===== config.mk =====
export PLATFORM = sky130hd
export DESIGN_NAME = lbcTop
export DESIGN_NICKNAME = d
export VERILOG_FILES = /design/src/verilog/lbcPkg.sv /design/src/verilog/lbcTop.sv /design/src/verilog/lbcReadReturn.sv /design/src/verilog/lbcBusSequencer.sv /design/src/verilog/lbcReqDecode.sv
export VERILOG_INCLUDE_DIRS = /design/src /design/src/verilog
export SDC_FILE = /design/constraint.sdc
export NUM_CORES = 1
export LEC_CHECK = 0
export BUFFER_PORTS_ARGS = -buffer_cell sky130_fd_sc_hd__buf_2
export CAP_MARGIN = 40
export CORE_UTILIZATION = 25
export DETAILED_ROUTE_END_ITERATION = 12
export SETUP_SLACK_MARGIN = 0.05
export SKIP_CTS_REPAIR_TIMING = 1
export SYNTH_ARGS = -nofsm -noshare
export SYNTH_HDL_FRONTEND = slang
export SYNTH_SLANG_ARGS = --single-unit
export TNS_END_PERCENT = 10

===== constraint.sdc =====
create_clock -name BUSCLK -period 3.82 [get_ports BUSCLK]
set_clock_uncertainty 0.2 [all_clocks]
set_input_delay 0.955 -clock BUSCLK [delete_from_list [all_inputs] [get_ports BUSCLK]]
set_output_delay 0.955 -clock BUSCLK [all_outputs]
set_load 0.005 [all_outputs]

===== src/verilog/lbc_config.svh =====
`ifndef LBC_CONFIG_SVH
`define LBC_CONFIG_SVH

//////////////////////////////
// Local-bus master sizing
//////////////////////////////

// Data beats in one line read. Must be two or more.
`define LBC_LINE_BEATS 4

// Entries in the read-return buffer.
`define LBC_READ_DEPTH 2

// Width of each output-enable group (control, address, data).
`define LBC_OE_WIDTH 4

`endif

===== src/verilog/lbcPkg.sv =====
`include "lbc_config.svh"

package lbcPkg;

  // Registered core request as seen by the bus sequencer.
  typedef struct packed {
    logic valid;
    logic write;
    logic line;
    logic debugDest;
    logic squash;    // Debug-destination read, completed without a bus cycle.
  } lbcReq;

  // Registered local-bus drives.
  typedef struct packed {
    logic                     frame;
    logic                     irdy;
    logic [`LBC_OE_WIDTH-1:0] oeCtl;
    logic [`LBC_OE_WIDTH-1:0] oeAddr;
    logic [`LBC_OE_WIDTH-1:0] oeData;
  } lbcDrive;

  typedef struct packed {
    logic [`LBC_READ_DEPTH-1:0] loadMask;  // One-hot slot written by this load.
    logic                       shift;
    logic                       dataEn;
    logic                       full;
  } lbcReturn;

  // One state bit per state.
  typedef enum logic [6:0] {
    idle       = 7'b0000001,
    startRead  = 7'b0000010,
    startWrite = 7'b0000100,
    readMulti  = 7'b0001000,
    readLast   = 7'b0010000,
    writeAck   = 7'b0100000,
    debugAck   = 7'b1000000
  } lbcState;

endpackage


===== src/verilog/lbcTop.sv =====
`timescale 1ns/10ps

module lbcTop
(
  input  logic             BUSCLK,
  input  logic             arstN,
  input  logic             go,
  input  logic             write,
  input  logic             line,
  input  logic             debugDest,
  input  logic             syncMode,
  input  logic             dataAck,
  input  logic             gnt,
  input  logic             frameIn,
  input  logic             irdyIn,
  input  logic             trdy,
  output lbcPkg::lbcDrive  drive,
  output lbcPkg::lbcReturn ret,
  output logic             cack,
  output logic             busReq,
  output logic             idle
);

  import lbcPkg::*;

  lbcReq req;
  logic  load;

  lbcReqDecode decode0
  (
    .BUSCLK    (BUSCLK),
    .arstN     (arstN),
    .go        (go),
    .write     (write),
    .line      (line),
    .debugDest (debugDest),
    .req       (req)
  );

  lbcBusSequencer seq0
  (
    .BUSCLK   (BUSCLK),
    .arstN    (arstN),
    .req      (req),
    .syncMode (syncMode),
    .gnt      (gnt),
    .frameIn  (frameIn),
    .irdyIn   (irdyIn),
    .trdy     (trdy),
    .full     (ret.full),
    .drive    (drive),
    .cack     (cack),
    .busReq   (busReq),
    .load     (load),
    .idle     (idle)
  );

  lbcReadReturn ret0
  (
    .BUSCLK   (BUSCLK),
    .arstN    (arstN),
    .load     (load),
    .syncMode (syncMode),
    .dataAck  (dataAck),
    .ret      (ret)
  );

endmodule


===== src/verilog/lbcReadReturn.sv =====
`timescale 1ns/10ps
`include "lbc_config.svh"

module lbcReadReturn
(
  input  logic             BUSCLK,
  input  logic             arstN,
  input  logic             load,
  input  logic             syncMode,
  input  logic             dataAck,
  output lbcPkg::lbcReturn ret
);

  // Room for depth plus one so the look-ahead sum cannot wrap.
  localparam int OccW = $clog2(`LBC_READ_DEPTH + 2);

  logic [OccW-1:0]            occ;
  logic [OccW-1:0]            occNext;
  logic [`LBC_READ_DEPTH-1:0] wrSlot;
  logic                       loadReg;
  logic                       shiftNow;
  logic                       pop;

  //////////////////////////////
  // Occupancy
  //////////////////////////////

  assign shiftNow = syncMode ? loadReg : dataAck;
  assign pop      = shiftNow && (occ != '0);  // Ignore a shift of an empty buffer.
  assign occNext  = occ + OccW'(load) - OccW'(pop);

  always_comb
  begin
    ret.loadMask = load ? wrSlot : '0;
    ret.shift    = shiftNow;
    ret.dataEn   = (occ != '0);
    // Full looks one load ahead, so the sequencer can drop irdy in time.
    ret.full     = (occNext >= OccW'(`LBC_READ_DEPTH));
  end

  always_ff @(posedge BUSCLK or negedge arstN)
  begin
    if (!arstN)
    begin
      occ     <= '0;
      wrSlot  <= `LBC_READ_DEPTH'(1);
      loadReg <= 1'b0;
    end
    else
    begin
      occ     <= occNext;
      loadReg <= load;
      if (load)
      begin
        wrSlot <= {wrSlot[`LBC_READ_DEPTH-2:0], wrSlot[`LBC_READ_DEPTH-1]};
      end
    end
  end

endmodule


===== src/verilog/lbcBusSequencer.sv =====
`timescale 1ns/10ps
`include "lbc_config.svh"

module lbcBusSequencer
(
  input  logic            BUSCLK,
  input  logic            arstN,
  input  lbcPkg::lbcReq   req,
  input  logic            syncMode,
  input  logic            gnt,
  input  logic            frameIn,
  input  logic            irdyIn,
  input  logic            trdy,
  input  logic            full,
  output lbcPkg::lbcDrive drive,
  output logic            cack,
  output logic            busReq,
  output logic            load,
  output logic            idle
);

  import lbcPkg::*;

  localparam int BeatW = $clog2(`LBC_LINE_BEATS);
  localparam logic [BeatW-1:0] BeatsLoad = BeatW'(`LBC_LINE_BEATS - 2);

  lbcState          state;
  lbcState          stateNext;
  logic [BeatW-1:0] beatCnt;
  logic [BeatW-1:0] beatCntNext;
  lbcDrive          driveNext;
  logic             addrNext;
  logic             addrHold;
  logic             fullReg;
  logic             debugWr;
  logic             beatOk;
  logic             busReqNow;
  logic             busReqReg;

  assign beatOk = drive.irdy & trdy;  // Beat accepted this cycle.

  //////////////////////////////
  // Next state
  //////////////////////////////

  always_comb
  begin
    stateNext   = state;
    beatCntNext = beatCnt;
    cack        = 1'b0;
    load        = 1'b0;
    unique case (state)
      lbcPkg::idle:
      begin
        if (req.valid && req.squash)
        begin
          cack = 1'b1;
        end
        else if (req.valid && gnt && !frameIn && !irdyIn)
        begin
          cack      = syncMode;
          stateNext = req.write ? startWrite : startRead;
        end
      end
      startRead:
      begin
        cack        = ~syncMode;
        beatCntNext = BeatsLoad;
        stateNext   = req.line ? readMulti : readLast;
      end
      startWrite:
      begin
        cack      = ~syncMode;
        stateNext = writeAck;
      end
      readMulti:
      begin
        if (beatOk)
        begin
          load        = 1'b1;
          beatCntNext = beatCnt - BeatW'(1);
          if (beatCnt == '0)
          begin
            stateNext = readLast;  // Next beat is the last one.
          end
        end
      end
      readLast:
      begin
        if (beatOk)
        begin
          load      = 1'b1;
          stateNext = lbcPkg::idle;
        end
      end
      writeAck:
      begin
        if (trdy)
        begin
          // A debug write posts a completion entry into the read buffer.
          if (!debugWr)
          begin
            stateNext = lbcPkg::idle;
          end
          else if (fullReg)
          begin
            stateNext = debugAck;
          end
          else
          begin
            load      = 1'b1;
            stateNext = lbcPkg::idle;
          end
        end
      end
      debugAck:
      begin
        if (!fullReg)
        begin
          load      = 1'b1;
          stateNext = lbcPkg::idle;
        end
      end
      default:
      begin
        stateNext = lbcPkg::idle;
      end
    endcase
  end

  //////////////////////////////
  // Bus drives
  //////////////////////////////

  always_comb
  begin
    // Frame stays up in readLast while the buffer holds off the final beat.
    driveNext.frame = (stateNext inside {startRead, startWrite, readMulti}) ||
                      (stateNext == readLast && full);
    driveNext.irdy  = ((stateNext inside {readMulti, readLast}) && !full) ||
                      stateNext == writeAck;
    addrNext         = !(stateNext inside {lbcPkg::idle, debugAck});
    driveNext.oeCtl  = {`LBC_OE_WIDTH{stateNext inside {startRead, startWrite}}};
    driveNext.oeAddr = {`LBC_OE_WIDTH{addrNext | addrHold}};
    driveNext.oeData = {`LBC_OE_WIDTH{stateNext inside {startWrite, writeAck}}};
  end

  assign busReqNow = req.valid & ~req.squash & ~(state inside {startRead, startWrite});
  assign busReq    = syncMode ? busReqReg : busReqNow;

  always_ff @(posedge BUSCLK or negedge arstN)
  begin
    if (!arstN)
    begin
      state     <= lbcPkg::idle;
      beatCnt   <= '0;
      drive     <= '0;
      addrHold  <= 1'b0;
      fullReg   <= 1'b0;
      debugWr   <= 1'b0;
      busReqReg <= 1'b0;
      idle      <= 1'b0;
    end
    else
    begin
      state     <= stateNext;
      beatCnt   <= beatCntNext;
      drive     <= driveNext;
      addrHold  <= addrNext;    // Address enables trail the bus cycle by one clock.
      fullReg   <= full;
      busReqReg <= busReqNow;
      idle      <= (stateNext == lbcPkg::idle);
      if (state == lbcPkg::idle)
      begin
        debugWr <= req.debugDest;
      end
    end
  end

endmodule


===== src/verilog/lbcReqDecode.sv =====
`timescale 1ns/10ps

module lbcReqDecode
(
  input  logic          BUSCLK,
  input  logic          arstN,
  input  logic          go,
  input  logic          write,
  input  logic          line,
  input  logic          debugDest,
  output lbcPkg::lbcReq req
);

  import lbcPkg::*;

  logic  qualWrite;
  logic  qualSquash;
  lbcReq reqNext;

  assign qualWrite  = go & write;
  assign qualSquash = go & debugDest & ~write;  // Reads from the debug port go nowhere.

  always_comb
  begin
    reqNext = req;
    // A squash is answered in one cycle, so its valid is only offered once.
    reqNext.valid = go & ~(req.valid & req.squash);
    if (go)
    begin
      reqNext.write     = qualWrite;
      reqNext.line      = line & ~write;
      reqNext.debugDest = debugDest;
      reqNext.squash    = qualSquash;
    end
  end

  // The request fields hold their value after go falls.
  always_ff @(posedge BUSCLK or negedge arstN)
  begin
    if (!arstN)
    begin
      req <= '0;
    end
    else
    begin
      req <= reqNext;
    end
  end

endmodule


==> results of run 1 <==
==> flip-flops by register name, summed over array words and instances, names as in the netlist, 2 cells and up <==
name / cells
seq0.drive: 5
decode0.req: 5
seq0.beatCnt: 2
ret0.wrSlot: 2
seq0.state: 7
==> cell usage in the layout (no fill, tap or decap), drive strengths merged, types with 4 or more instances in the layout <==
cell type / count
nand2: 6
nand4b: 6
mux2: 7
inv: 8
nor2: 9
nand3: 5
o21ai: 4
dfrtp: 26
buf: 42
==> worst max-delay path, cell delays in order (launching register included) <==
cell and delay [ps]:
dfrtp_2 450, or4_4 550, a211oi_4 230, a2bb2oi_2 100, ha_1 280, inv_1 40
ha_2 170, xnor2_1 170, xnor2_1 160, inv_1 90, buf_2 130
==> power groups by stage <==
stage          clock, mW  combinational (mW)  sequential, mW
2_1_floorplan          0               0.231           0.403
3_3_place_gp           0               0.302           0.409
3_5_place_dp           0               0.305           0.410
4_1_cts            0.162               0.305           0.404
5_1_grt            0.171               0.352           0.412
6_report           0.156               0.312           0.403
==> Yosys cell counts (all sizes together) (2+ instances only) <==
cell / count
nand2: 6
xor2: 2
buf: 11
o22ai: 2
or2: 2
nor4: 2
o21ai: 4
a211oi: 2
dfrtp: 26
mux2: 7
and2: 2
xnor2: 2
and3: 3
a211o: 2
inv: 8
nor2: 9
nand2b: 2
ha: 3
o211ai: 3
and2b: 2
nand4b: 6
nor3: 3
dfstp: 2
o21bai: 2
nand3: 5
==> kinds of logic after synthesis <==
family,Yosys count
flip-flops,28
adder cells (fa/ha/maj),3
AND/OR/NAND/NOR,46
AO/OA/AOI/OAI,23
XOR/XNOR,4
multiplexers,8
buffers and inverters,20
==> worst min path at each step <==
stage                  startpoint  slack [ps]             to  cells after the start
global placement    seq0.addrHold         230  seq0.drive[4]                      1
finish              seq0.addrHold         260  seq0.drive[4]                      1
global route        seq0.addrHold         290  seq0.drive[4]                      1
CTS                 seq0.addrHold         270  seq0.drive[4]                      1
floorplan           seq0.addrHold         220  seq0.drive[4]                      1
detailed placement  seq0.addrHold         240  seq0.drive[4]                      1
==> per-stage QoR <==
| step | std cells | hold slack (ps) | power [mW] |
|---|---|---|---|
| after floorplan | 132 | 217 | 0.634 |
| after global placement | 232 | 235 | 0.712 |
| after detailed placement | 232 | 241 | 0.714 |
| after CTS | 235 | 266 | 0.871 |
| after global routing | 237 | 286 | 0.935 |
| final | 237 | 257 | 0.871 |
==> final cells by class <==
type | instances | share of cell area
clock buffers | 3 | 0.0237
inverters | 8 | 0.0172
multi-input cells | 84 | 0.369
flip-flops and latches | 28 | 0.405
well taps | 72 | 0.0517
repair buffers | 42 | 0.134
==> routing by layer <==
layer / GRT usage / vias up / share of wire
li1: - / 531 / -
met1: 0.139 / 534 / 0.50
met2: 0.162 / 38 / 0.45
met3: 0.0198 / 4 / 0.043
met4: 0.0333 / 0 / 0.012
met5: 0 / - / 0
==> flow_metrics.env, run 1 <==
export IMPL_run_status="finished, final reports clean"
export IMPL_synthDistinctLibCells=44
export IMPL_max_clock_path_buffers=2
export IMPL_pwr_share_seq=0.462
export IMPL_synth_adder_area_share=0.0258
export IMPL_global_route_usage_total=0.102
export IMPL_post_route_cell_area_um2=1740
export IMPL_power_switching_share=0.333
export IMPL_setup_total_negative_slack_ps=0
export IMPL_reg2reg_to="seq0.drive[13]"
export IMPL_timing_critical_path_arrival_ps=2650
export IMPL_nets=182
export IMPL_synth_top_family_by_area="simple AND/OR/NAND/NOR gates"
export IMPL_design_portCount=34
export IMPL_critical_path_required_ps=2660
export IMPL_slew_limit_headroom=0.549
export IMPL_root_buffer="clkbuf_8"
export IMPL_core_rowCount=27
export IMPL_vias=1107
export IMPL_vias_per_cell=4.67
export IMPL_post_synth_inst_count=132
export IMPL_ant_nets=0
export IMPL_cp_startpoint="seq0.state[3]"
export IMPL_cp_start_kind="register"
export IMPL_synth_top_cell_by_area="dfrtp_1"
export IMPL_synth_area_top_cells="dfrtp_1 (45%), buf_4 (5.7%), mux2_2 (5.4%)"
export IMPL_final_min_clock_period_ps=3800
export IMPL_gp_routability_congestion=0.787
export IMPL_die_height_um=78.3
export IMPL_worst_setup_path_type="register to primary output"
export IMPL_finalCoreUtilization=0.315
export IMPL_worst_path_max_fanout=6
export IMPL_power_density_cell_area_nw_per_um2=500
export IMPL_synthXorXnorAreaFrac=0.0241
export IMPL_vdd_ir_drop_worst_mv=0.161
export IMPL_cap_viol_max_count=0
export IMPL_largest_net_degree_at_the_start_of_global_routing=29
export IMPL_total_leakage_power_nw=0.865
export IMPL_synth_top_area_share=0.448
export IMPL_cts_buffers_inserted=3
export IMPL_h_tree_depth=1
export IMPL_die_width_um=78.3
export IMPL_antennaDiodeCount=0
export IMPL_first_global_vias=1078
export IMPL_power_internal_mw=0.581
export IMPL_seqCellArea_um2=706
export IMPL_pre_cts_ws_ps=45.6
export IMPL_ff2ff_setup_slack_ps=970
export IMPL_relative_area_change_from_synthesis_to_final_layout_pct=19.9
export IMPL_final_number_of_setup_violating_endpoints=0
export IMPL_numClockSinks=28
export IMPL_grt_pass1_wl_um=4950
export IMPL_transition_time_at_the_pin_with_the_least_slew_margin_ps=668
export IMPL_initial_antenna_violation_count=0
export IMPL_combPwrFrac=0.358
export IMPL_hold_violations=0
export IMPL_floorplan_core_area_um2=5540
export IMPL_die_area_um2=6120
export IMPL_layout_cell_share_with_drive_strength_beyond_1=0.406
export IMPL_synth_simple_gate_area_frac=0.194
export IMPL_crit_end="ret[0]"
export IMPL_synth_cell_area_um2=1450
export IMPL_postSynthNetCount=147
export IMPL_detailed_place_area_um2=1670
export IMPL_fmaxAchievable_mhz=263
export IMPL_synth_compound_gate_area_share=0.130
export IMPL_port_buffer_count=33
export IMPL_holdCritPathClass="register to register"
export IMPL_rsz0062_at_grt="true"
export IMPL_postLayoutSetupSlackWorst_ps=19.1
export IMPL_layout_filler_cells=607
export IMPL_report_final_slew_viol_count=0
export IMPL_avgRoutedWirePerCell_um=12.3
export IMPL_netSwitchingPower_mw=0.290
export IMPL_timing_final_crit_share=0.995
export IMPL_yosysWarnings=0
export IMPL_avgSynthCellArea_um2=11.0
export IMPL_floorplan_initialDensity=0.262
export IMPL_share_of_synthesized_area_occupied_by_flip_flops_and_latches=0.484
export IMPL_routed_wl_um=2910
export IMPL_synth_enable_flop_cells=0
export IMPL_worstReg2RegStart="seq0.state[3]"
export IMPL_detail_route_iter0_violations=82
export IMPL_post_synth_mux_area_share=0.0611
export IMPL_firstDrtPassIters=4
export IMPL_clock_tree_from_tritoncts="done"
export IMPL_dpl_hpwl_um=2190
export IMPL_gr_total_overflow=0
export IMPL_multiInputGateArea_um2=643
export IMPL_drcViolationCount=0
export IMPL_worstSkewPairLatency_ps=270
export IMPL_yosys_reg_bits=28
export IMPL_ys_flop_type="dfrtp_1"
export IMPL_worstSetupEndpointType="primary output"
export IMPL_clkSlewWorstSetupHoldPaths_ps=90
export IMPL_ff2ff_path_depth=10
export IMPL_clock_power_share=0.179
export IMPL_postSynth_asyncResetShare=1.00
No activity file was read; power rests on OpenSTA's default activity.
==> run 2: changes to the inputs <==
--- a/config.mk
+++ b/config.mk
@@ -6,10 +6,10 @@
 export SDC_FILE = /design/constraint.sdc
 export NUM_CORES = 1
 export LEC_CHECK = 0
-export BUFFER_PORTS_ARGS = -buffer_cell sky130_fd_sc_hd__buf_2
 export CAP_MARGIN = 40
 export CORE_UTILIZATION = 25
 export DETAILED_ROUTE_END_ITERATION = 12
+export DONT_BUFFER_PORTS = 1
 export SETUP_SLACK_MARGIN = 0.05
 export SKIP_CTS_REPAIR_TIMING = 1
 export SYNTH_ARGS = -nofsm -noshare
==> flow_metrics.env, run 2 (synthesis gave the netlist of run 1 again) <==
export IMPL_ant_nets=0
export IMPL_routed_wl_um=3040
export IMPL_floorplan_core_area_um2=5540
export IMPL_final_min_clock_period_ps=3760
export IMPL_mostFrequentLayoutCell="dfrtp_1"
export IMPL_seqCellArea_um2=706
export IMPL_cpMaxStageDelayCell="or4_4"
export IMPL_first_global_vias=998
export IMPL_report_final_slew_viol_count=0
export IMPL_clock_tree_from_tritoncts="done"
export IMPL_power_density_cell_area_nw_per_um2=544
export IMPL_worst_path_dominant_cell_family="simple AND/OR/NAND/NOR gates"
export IMPL_total_leakage_power_nw=0.736
export IMPL_setup_total_negative_slack_ps=0
export IMPL_gr_total_overflow=0
export IMPL_layout_filler_cells=601
export IMPL_nets=149
export IMPL_grt_pass1_wl_um=4860
export IMPL_run_status="finished, final reports clean"
export IMPL_firstDrtPassIters=4
export IMPL_layout_cells_most_common_list="dfrtp_1 (24), buf_4 (9), nor2_1 (7), inv_1 (7), mux2_2 (7)"
export IMPL_holdCritPathClass="input pin to async pin"
export IMPL_clock_power_share=0.265
export IMPL_cp_start_kind="register"
export IMPL_worst_path_max_fanout=5
export IMPL_rsz0062_at_grt="true"
export IMPL_relative_area_change_from_synthesis_to_final_layout_pct=13.4
export IMPL_power_switching_share=0.327
export IMPL_core_rowCount=27
export IMPL_vias_per_cell=4.92
export IMPL_worstSkewPairLatency_ps=280
export IMPL_biggestRegsByFlops="seq0.state x7, decode0.req x5, seq0.drive x5"
export IMPL_die_area_um2=6120
export IMPL_hold_violations=0
export IMPL_dpl_hpwl_um=2120
export IMPL_h_tree_depth=1
export IMPL_max_clock_path_buffers=2
export IMPL_crit_path_max_incr_delay_ps=600
export IMPL_netSwitchingPower_mw=0.293
export IMPL_slew_limit_headroom=0.568
export IMPL_vias=1008
export IMPL_fmaxAchievable_mhz=266
export IMPL_drcViolationCount=0
export IMPL_postLayoutSetupSlackWorst_ps=58.8
export IMPL_global_route_usage_total=0.101
export IMPL_timing_critical_path_arrival_ps=2610
export IMPL_largest_net_degree_at_the_start_of_global_routing=29
export IMPL_top_register="seq0.state"
export IMPL_cap_viol_max_count=0
export IMPL_die_height_um=78.3
export IMPL_vdd_ir_drop_worst_mv=0.225
export IMPL_cts_buffers_inserted=3
export IMPL_port_buffer_count=0
export IMPL_critical_path_top_cell_by_count="ha_4"
export IMPL_cp_num_buf_inv=2
export IMPL_layout_cell_share_with_drive_strength_beyond_1=0.293
export IMPL_avgRoutedWirePerCell_um=14.8
export IMPL_design_portCount=34
export IMPL_gp_routability_congestion=0.869
export IMPL_antennaDiodeCount=0
export IMPL_worst_setup_path_type="register to primary output"
export IMPL_pre_cts_ws_ps=225
export IMPL_largest_register_ffs=7
export IMPL_clkSlewWorstSetupHoldPaths_ps=100
export IMPL_power_internal_mw=0.604
export IMPL_detail_route_iter0_violations=43
export IMPL_multiInputGateArea_um2=684
export IMPL_worstSetupEndpointType="primary output"
export IMPL_final_number_of_setup_violating_endpoints=0
export IMPL_combPwrFrac=0.259
export IMPL_initial_antenna_violation_count=0
export IMPL_floorplan_initialDensity=0.262
export IMPL_root_buffer="clkbuf_8"
export IMPL_timing_final_crit_share=0.985
export IMPL_transition_time_at_the_pin_with_the_least_slew_margin_ps=639
export IMPL_critical_path_required_ps=2660
export IMPL_pwr_share_seq=0.476
export IMPL_die_width_um=78.3
export IMPL_critical_path_cell_chain="or4_4 -> nor2_4 -> nor2_2 -> a2bb2oi_4 -> ha_4 -> inv_2 -> ha_4 -> xnor2_2 -> xnor2_1 -> inv_1"
export IMPL_numClockSinks=28
## run 2: layer usage
layer | vias to the layer above | part of all wire | routed length [um] | global-route usage
li1 | 465 | - | - | -
met1 | 494 | 0.48 | 1460 | 0.141
met3 | 6 | 0.056 | 170 | 0.0174
met5 | - | 0 | 0 | 0
met2 | 43 | 0.45 | 1350 | 0.155
met4 | 0 | 0.017 | 51 | 0.0370
## run 2: metrics by stage
| stage | total power, mW | instance area (um2) | utilization | hold slack (ps) | std cells |
|---|---|---|---|---|---|
| finish | 0.896 | 1650 | 0.298 | 153 | 205 |
| global route | 0.954 | 1650 | 0.298 | 133 | 205 |
| CTS | 0.877 | 1550 | 0.280 | 146 | 199 |
| detailed placement | 0.639 | 1480 | 0.267 | 232 | 195 |
| global placement | 0.635 | 1480 | 0.267 | 234 | 195 |
| floorplan | 0.634 | 1450 | - | 217 | 132 |
## run 2: layout make-up
cell class,instances,area share
multi-input cells,84,0.415
clock inverters,1,0.0182
repair buffers,9,0.0410
clock buffers,3,0.0250
well taps,72,0.0546
flip-flops and latches,28,0.428
inverters,8,0.0182
## run 2: final timing paths
path / slack (ps) / to / startpoint / depth (start not counted)
worst min register to register: 250 / seq0.drive[4] / seq0.addrHold / 1
min in group BUSCLK: 250 / seq0.drive[4] / seq0.addrHold / 1
max in group asynchronous: 3090 / seq0.state[0] / arstN / 0
worst max-delay path: 60 / ret[0] / seq0.state[3] / 10
worst max register to register: 900 / seq0.drive[13] / seq0.state[3] / 11
worst min-delay path: 150 / ret0.wrSlot[1] / arstN / 0
## run 2: power by group through the flow
stage               clock, mW  sequential (mW)  combinational (mW)
floorplan                   0            0.403               0.231
global placement            0            0.427               0.208
detailed placement          0            0.428               0.211
CTS                     0.243            0.422               0.212
global route            0.255            0.439               0.260
finish                  0.237            0.427               0.232
## run 2: worst reg2reg max path: cells and delay by family (launching register included)
family	cells	cell delay, ps
AND/OR/NAND/NOR	3	800
flip-flops	1	450
AO/OA/AOI/OAI	2	440
adder cells (fa/ha/maj)	2	430
XOR/XNOR	2	340
buffers and inverters	2	150
==> run 3: changes to the inputs <==
--- a/config.mk
+++ b/config.mk
@@ -10,6 +10,7 @@
 export CORE_UTILIZATION = 25
 export DETAILED_ROUTE_END_ITERATION = 12
 export DONT_BUFFER_PORTS = 1
+export PLACE_DENSITY = 0.41
 export SETUP_SLACK_MARGIN = 0.05
 export SKIP_CTS_REPAIR_TIMING = 1
 export SYNTH_ARGS = -nofsm -noshare
==> flow_metrics.env, run 3 (synthesis gave the netlist of run 1 again) <==
export IMPL_crit_end="ret[0]"
export IMPL_critical_path_required_ps=2660
export IMPL_largest_net_degree_at_the_start_of_global_routing=29
export IMPL_power_switching_share=0.338
export IMPL_largest_register_ffs=7
export IMPL_first_global_vias=965
export IMPL_post_route_cell_area_um2=1660
export IMPL_max_clock_path_buffers=2
export IMPL_power_density_cell_area_nw_per_um2=514
export IMPL_vdd_ir_drop_worst_mv=0.226
export IMPL_layout_cell_share_with_drive_strength_beyond_1=0.316
export IMPL_drcViolationCount=0
export IMPL_ff2ff_path_depth=11
export IMPL_layout_cells_most_common_list="dfrtp_1 (23), buf_4 (12), nor2_1 (7), inv_1 (7), mux2_2 (7)"
export IMPL_numClockSinks=28
export IMPL_timing_critical_path_arrival_ps=2590
export IMPL_detail_route_iter0_violations=37
export IMPL_crit_path_max_incr_delay_ps=570
export IMPL_combPwrFrac=0.286
export IMPL_power_internal_mw=0.565
export IMPL_worstReg2RegStart="seq0.state[3]"
export IMPL_critical_path_cell_count=10
export IMPL_die_height_um=78.3
export IMPL_report_final_slew_viol_count=0
export IMPL_rsz0062_at_grt="true"
export IMPL_hold_violations=0
export IMPL_nets=152
export IMPL_die_width_um=78.3
export IMPL_floorplan_core_area_um2=5540
export IMPL_antennaDiodeCount=0
export IMPL_ff2ff_setup_slack_ps=910
export IMPL_transition_time_at_the_pin_with_the_least_slew_margin_ps=736
export IMPL_cp_startpoint="seq0.state[3]"
export IMPL_floorplan_initialDensity=0.262
export IMPL_ant_nets=0
export IMPL_firstDrtPassIters=6
export IMPL_run_status="finished, final reports clean"
export IMPL_worst_path_dominant_cell_family="simple AND/OR/NAND/NOR gates"
export IMPL_worstSetupEndpointType="primary output"
export IMPL_postLayoutSetupSlackWorst_ps=70.8
export IMPL_clkSlewWorstSetupHoldPaths_ps=100
export IMPL_pre_cts_ws_ps=238
export IMPL_routed_wl_um=3110
export IMPL_die_area_um2=6120
export IMPL_total_leakage_power_nw=0.741
export IMPL_port_buffer_count=0
export IMPL_netSwitchingPower_mw=0.289
export IMPL_fmaxAchievable_mhz=267
export IMPL_grt_pass1_wl_um=4860
export IMPL_clock_tree_from_tritoncts="done"
export IMPL_cts_buffers_inserted=3
export IMPL_root_buffer="clkbuf_8"
export IMPL_vias_per_cell=4.89
export IMPL_pwr_share_seq=0.497
export IMPL_cp_start_kind="register"
export IMPL_initial_antenna_violation_count=0
export IMPL_biggestRegsByFlops="seq0.state x7, decode0.req x5, seq0.drive x5"
export IMPL_core_rowCount=27
export IMPL_timing_final_crit_share=0.981
export IMPL_worstSkewPairLatency_ps=270
export IMPL_holdCritPathClass="input pin to async pin"
export IMPL_cap_viol_max_count=0
export IMPL_final_number_of_setup_violating_endpoints=0
export IMPL_slew_limit_headroom=0.505
export IMPL_avgRoutedWirePerCell_um=15.0
export IMPL_cp_num_buf_inv=2
export IMPL_dpl_hpwl_um=2200
export IMPL_relative_area_change_from_synthesis_to_final_layout_pct=14.3
export IMPL_h_tree_depth=1
export IMPL_vias=1017
export IMPL_clock_power_share=0.218
export IMPL_final_min_clock_period_ps=3750
export IMPL_design_portCount=34
export IMPL_global_route_usage_total=0.104
export IMPL_cpMaxStageDelayCell="or4_4"
export IMPL_gp_routability_congestion=0.839
export IMPL_gr_total_overflow=0
export IMPL_reg2reg_to="seq0.drive[13]"
export IMPL_worst_setup_path_type="register to primary output"
export IMPL_mostFrequentLayoutCell="dfrtp_1"
export IMPL_worst_path_max_fanout=4
export IMPL_top_register="seq0.state"
export IMPL_critical_path_cell_chain="or4_4 -> nor2_4 -> nor2_4 -> a2bb2oi_4 -> ha_4 -> inv_2 -> ha_4 -> xnor2_2 -> xnor2_1 -> inv_1"
export IMPL_detailed_place_area_um2=1470
## run 3: cell types whose count changed in the layout (fill, tap and decap cells not counted), sizes merged
cell    delta
clkbuf     +1
bufinv     -1
buf        +3
## run 3: worst min-delay path by stage
| stage | depth (start not counted) | startpoint | slack [ps] | endpoint |
|---|---|---|---|---|
| floorplan | 1 | seq0.addrHold | 220 | seq0.drive[4] |
| global placement | 1 | seq0.addrHold | 240 | seq0.drive[4] |
| detailed placement | 1 | seq0.addrHold | 250 | seq0.drive[4] |
| CTS | 0 | arstN | 150 | ret0.occ[0] |
| global route | 0 | arstN | 140 | ret0.occ[0] |
| finish | 0 | arstN | 160 | seq0.drive[8] |
## run 3: power by group through the flow
| stage | Combinational, mW | Sequential (mW) | Clock [mW] |
|---|---|---|---|
| finish | 0.244 | 0.424 | 0.186 |
| global route | 0.276 | 0.436 | 0.203 |
| CTS | 0.209 | 0.423 | 0.192 |
| detailed placement | 0.209 | 0.429 | 0 |
| global placement | 0.207 | 0.427 | 0 |
| floorplan | 0.231 | 0.403 | 0 |
## run 3: worst reg2reg max path: cells and delay by family (launching register included)
family	cells	cell delay, ps
xor+xnor	2	330
simple gates	3	790
flops	1	440
buf+inv	2	150
compound gates	2	470
fa+ha+maj	2	430
## run 3: final cells by class
cell class | instances | area (um2)
fill | 597 | 3880
sequential | 28 | 707
multi-input combinational | 84 | 689
timing repair buffer | 12 | 90.1
tap | 72 | 90.1
clock buffer | 4 | 55.1
inverter | 8 | 30.0
## run 3: metrics by stage
step	hold slack (ps)	utilization	power (mW)	setup TNS, ps	cells
after floorplan	217	-	0.634	0	132
after global placement	243	0.266	0.634	0	194
after detailed placement	246	0.266	0.638	0	194
after CTS	154	0.276	0.825	-85.0	198
after global routing	143	0.300	0.915	-39.6	208
final	160	0.300	0.854	0	208
## run 3: layer usage
metal | global-route usage | wire (um)
met1 | 0.142 | 1480
met2 | 0.160 | 1380
met3 | 0.0360 | 219
met4 | 0.0185 | 32
met5 | 0 | 0
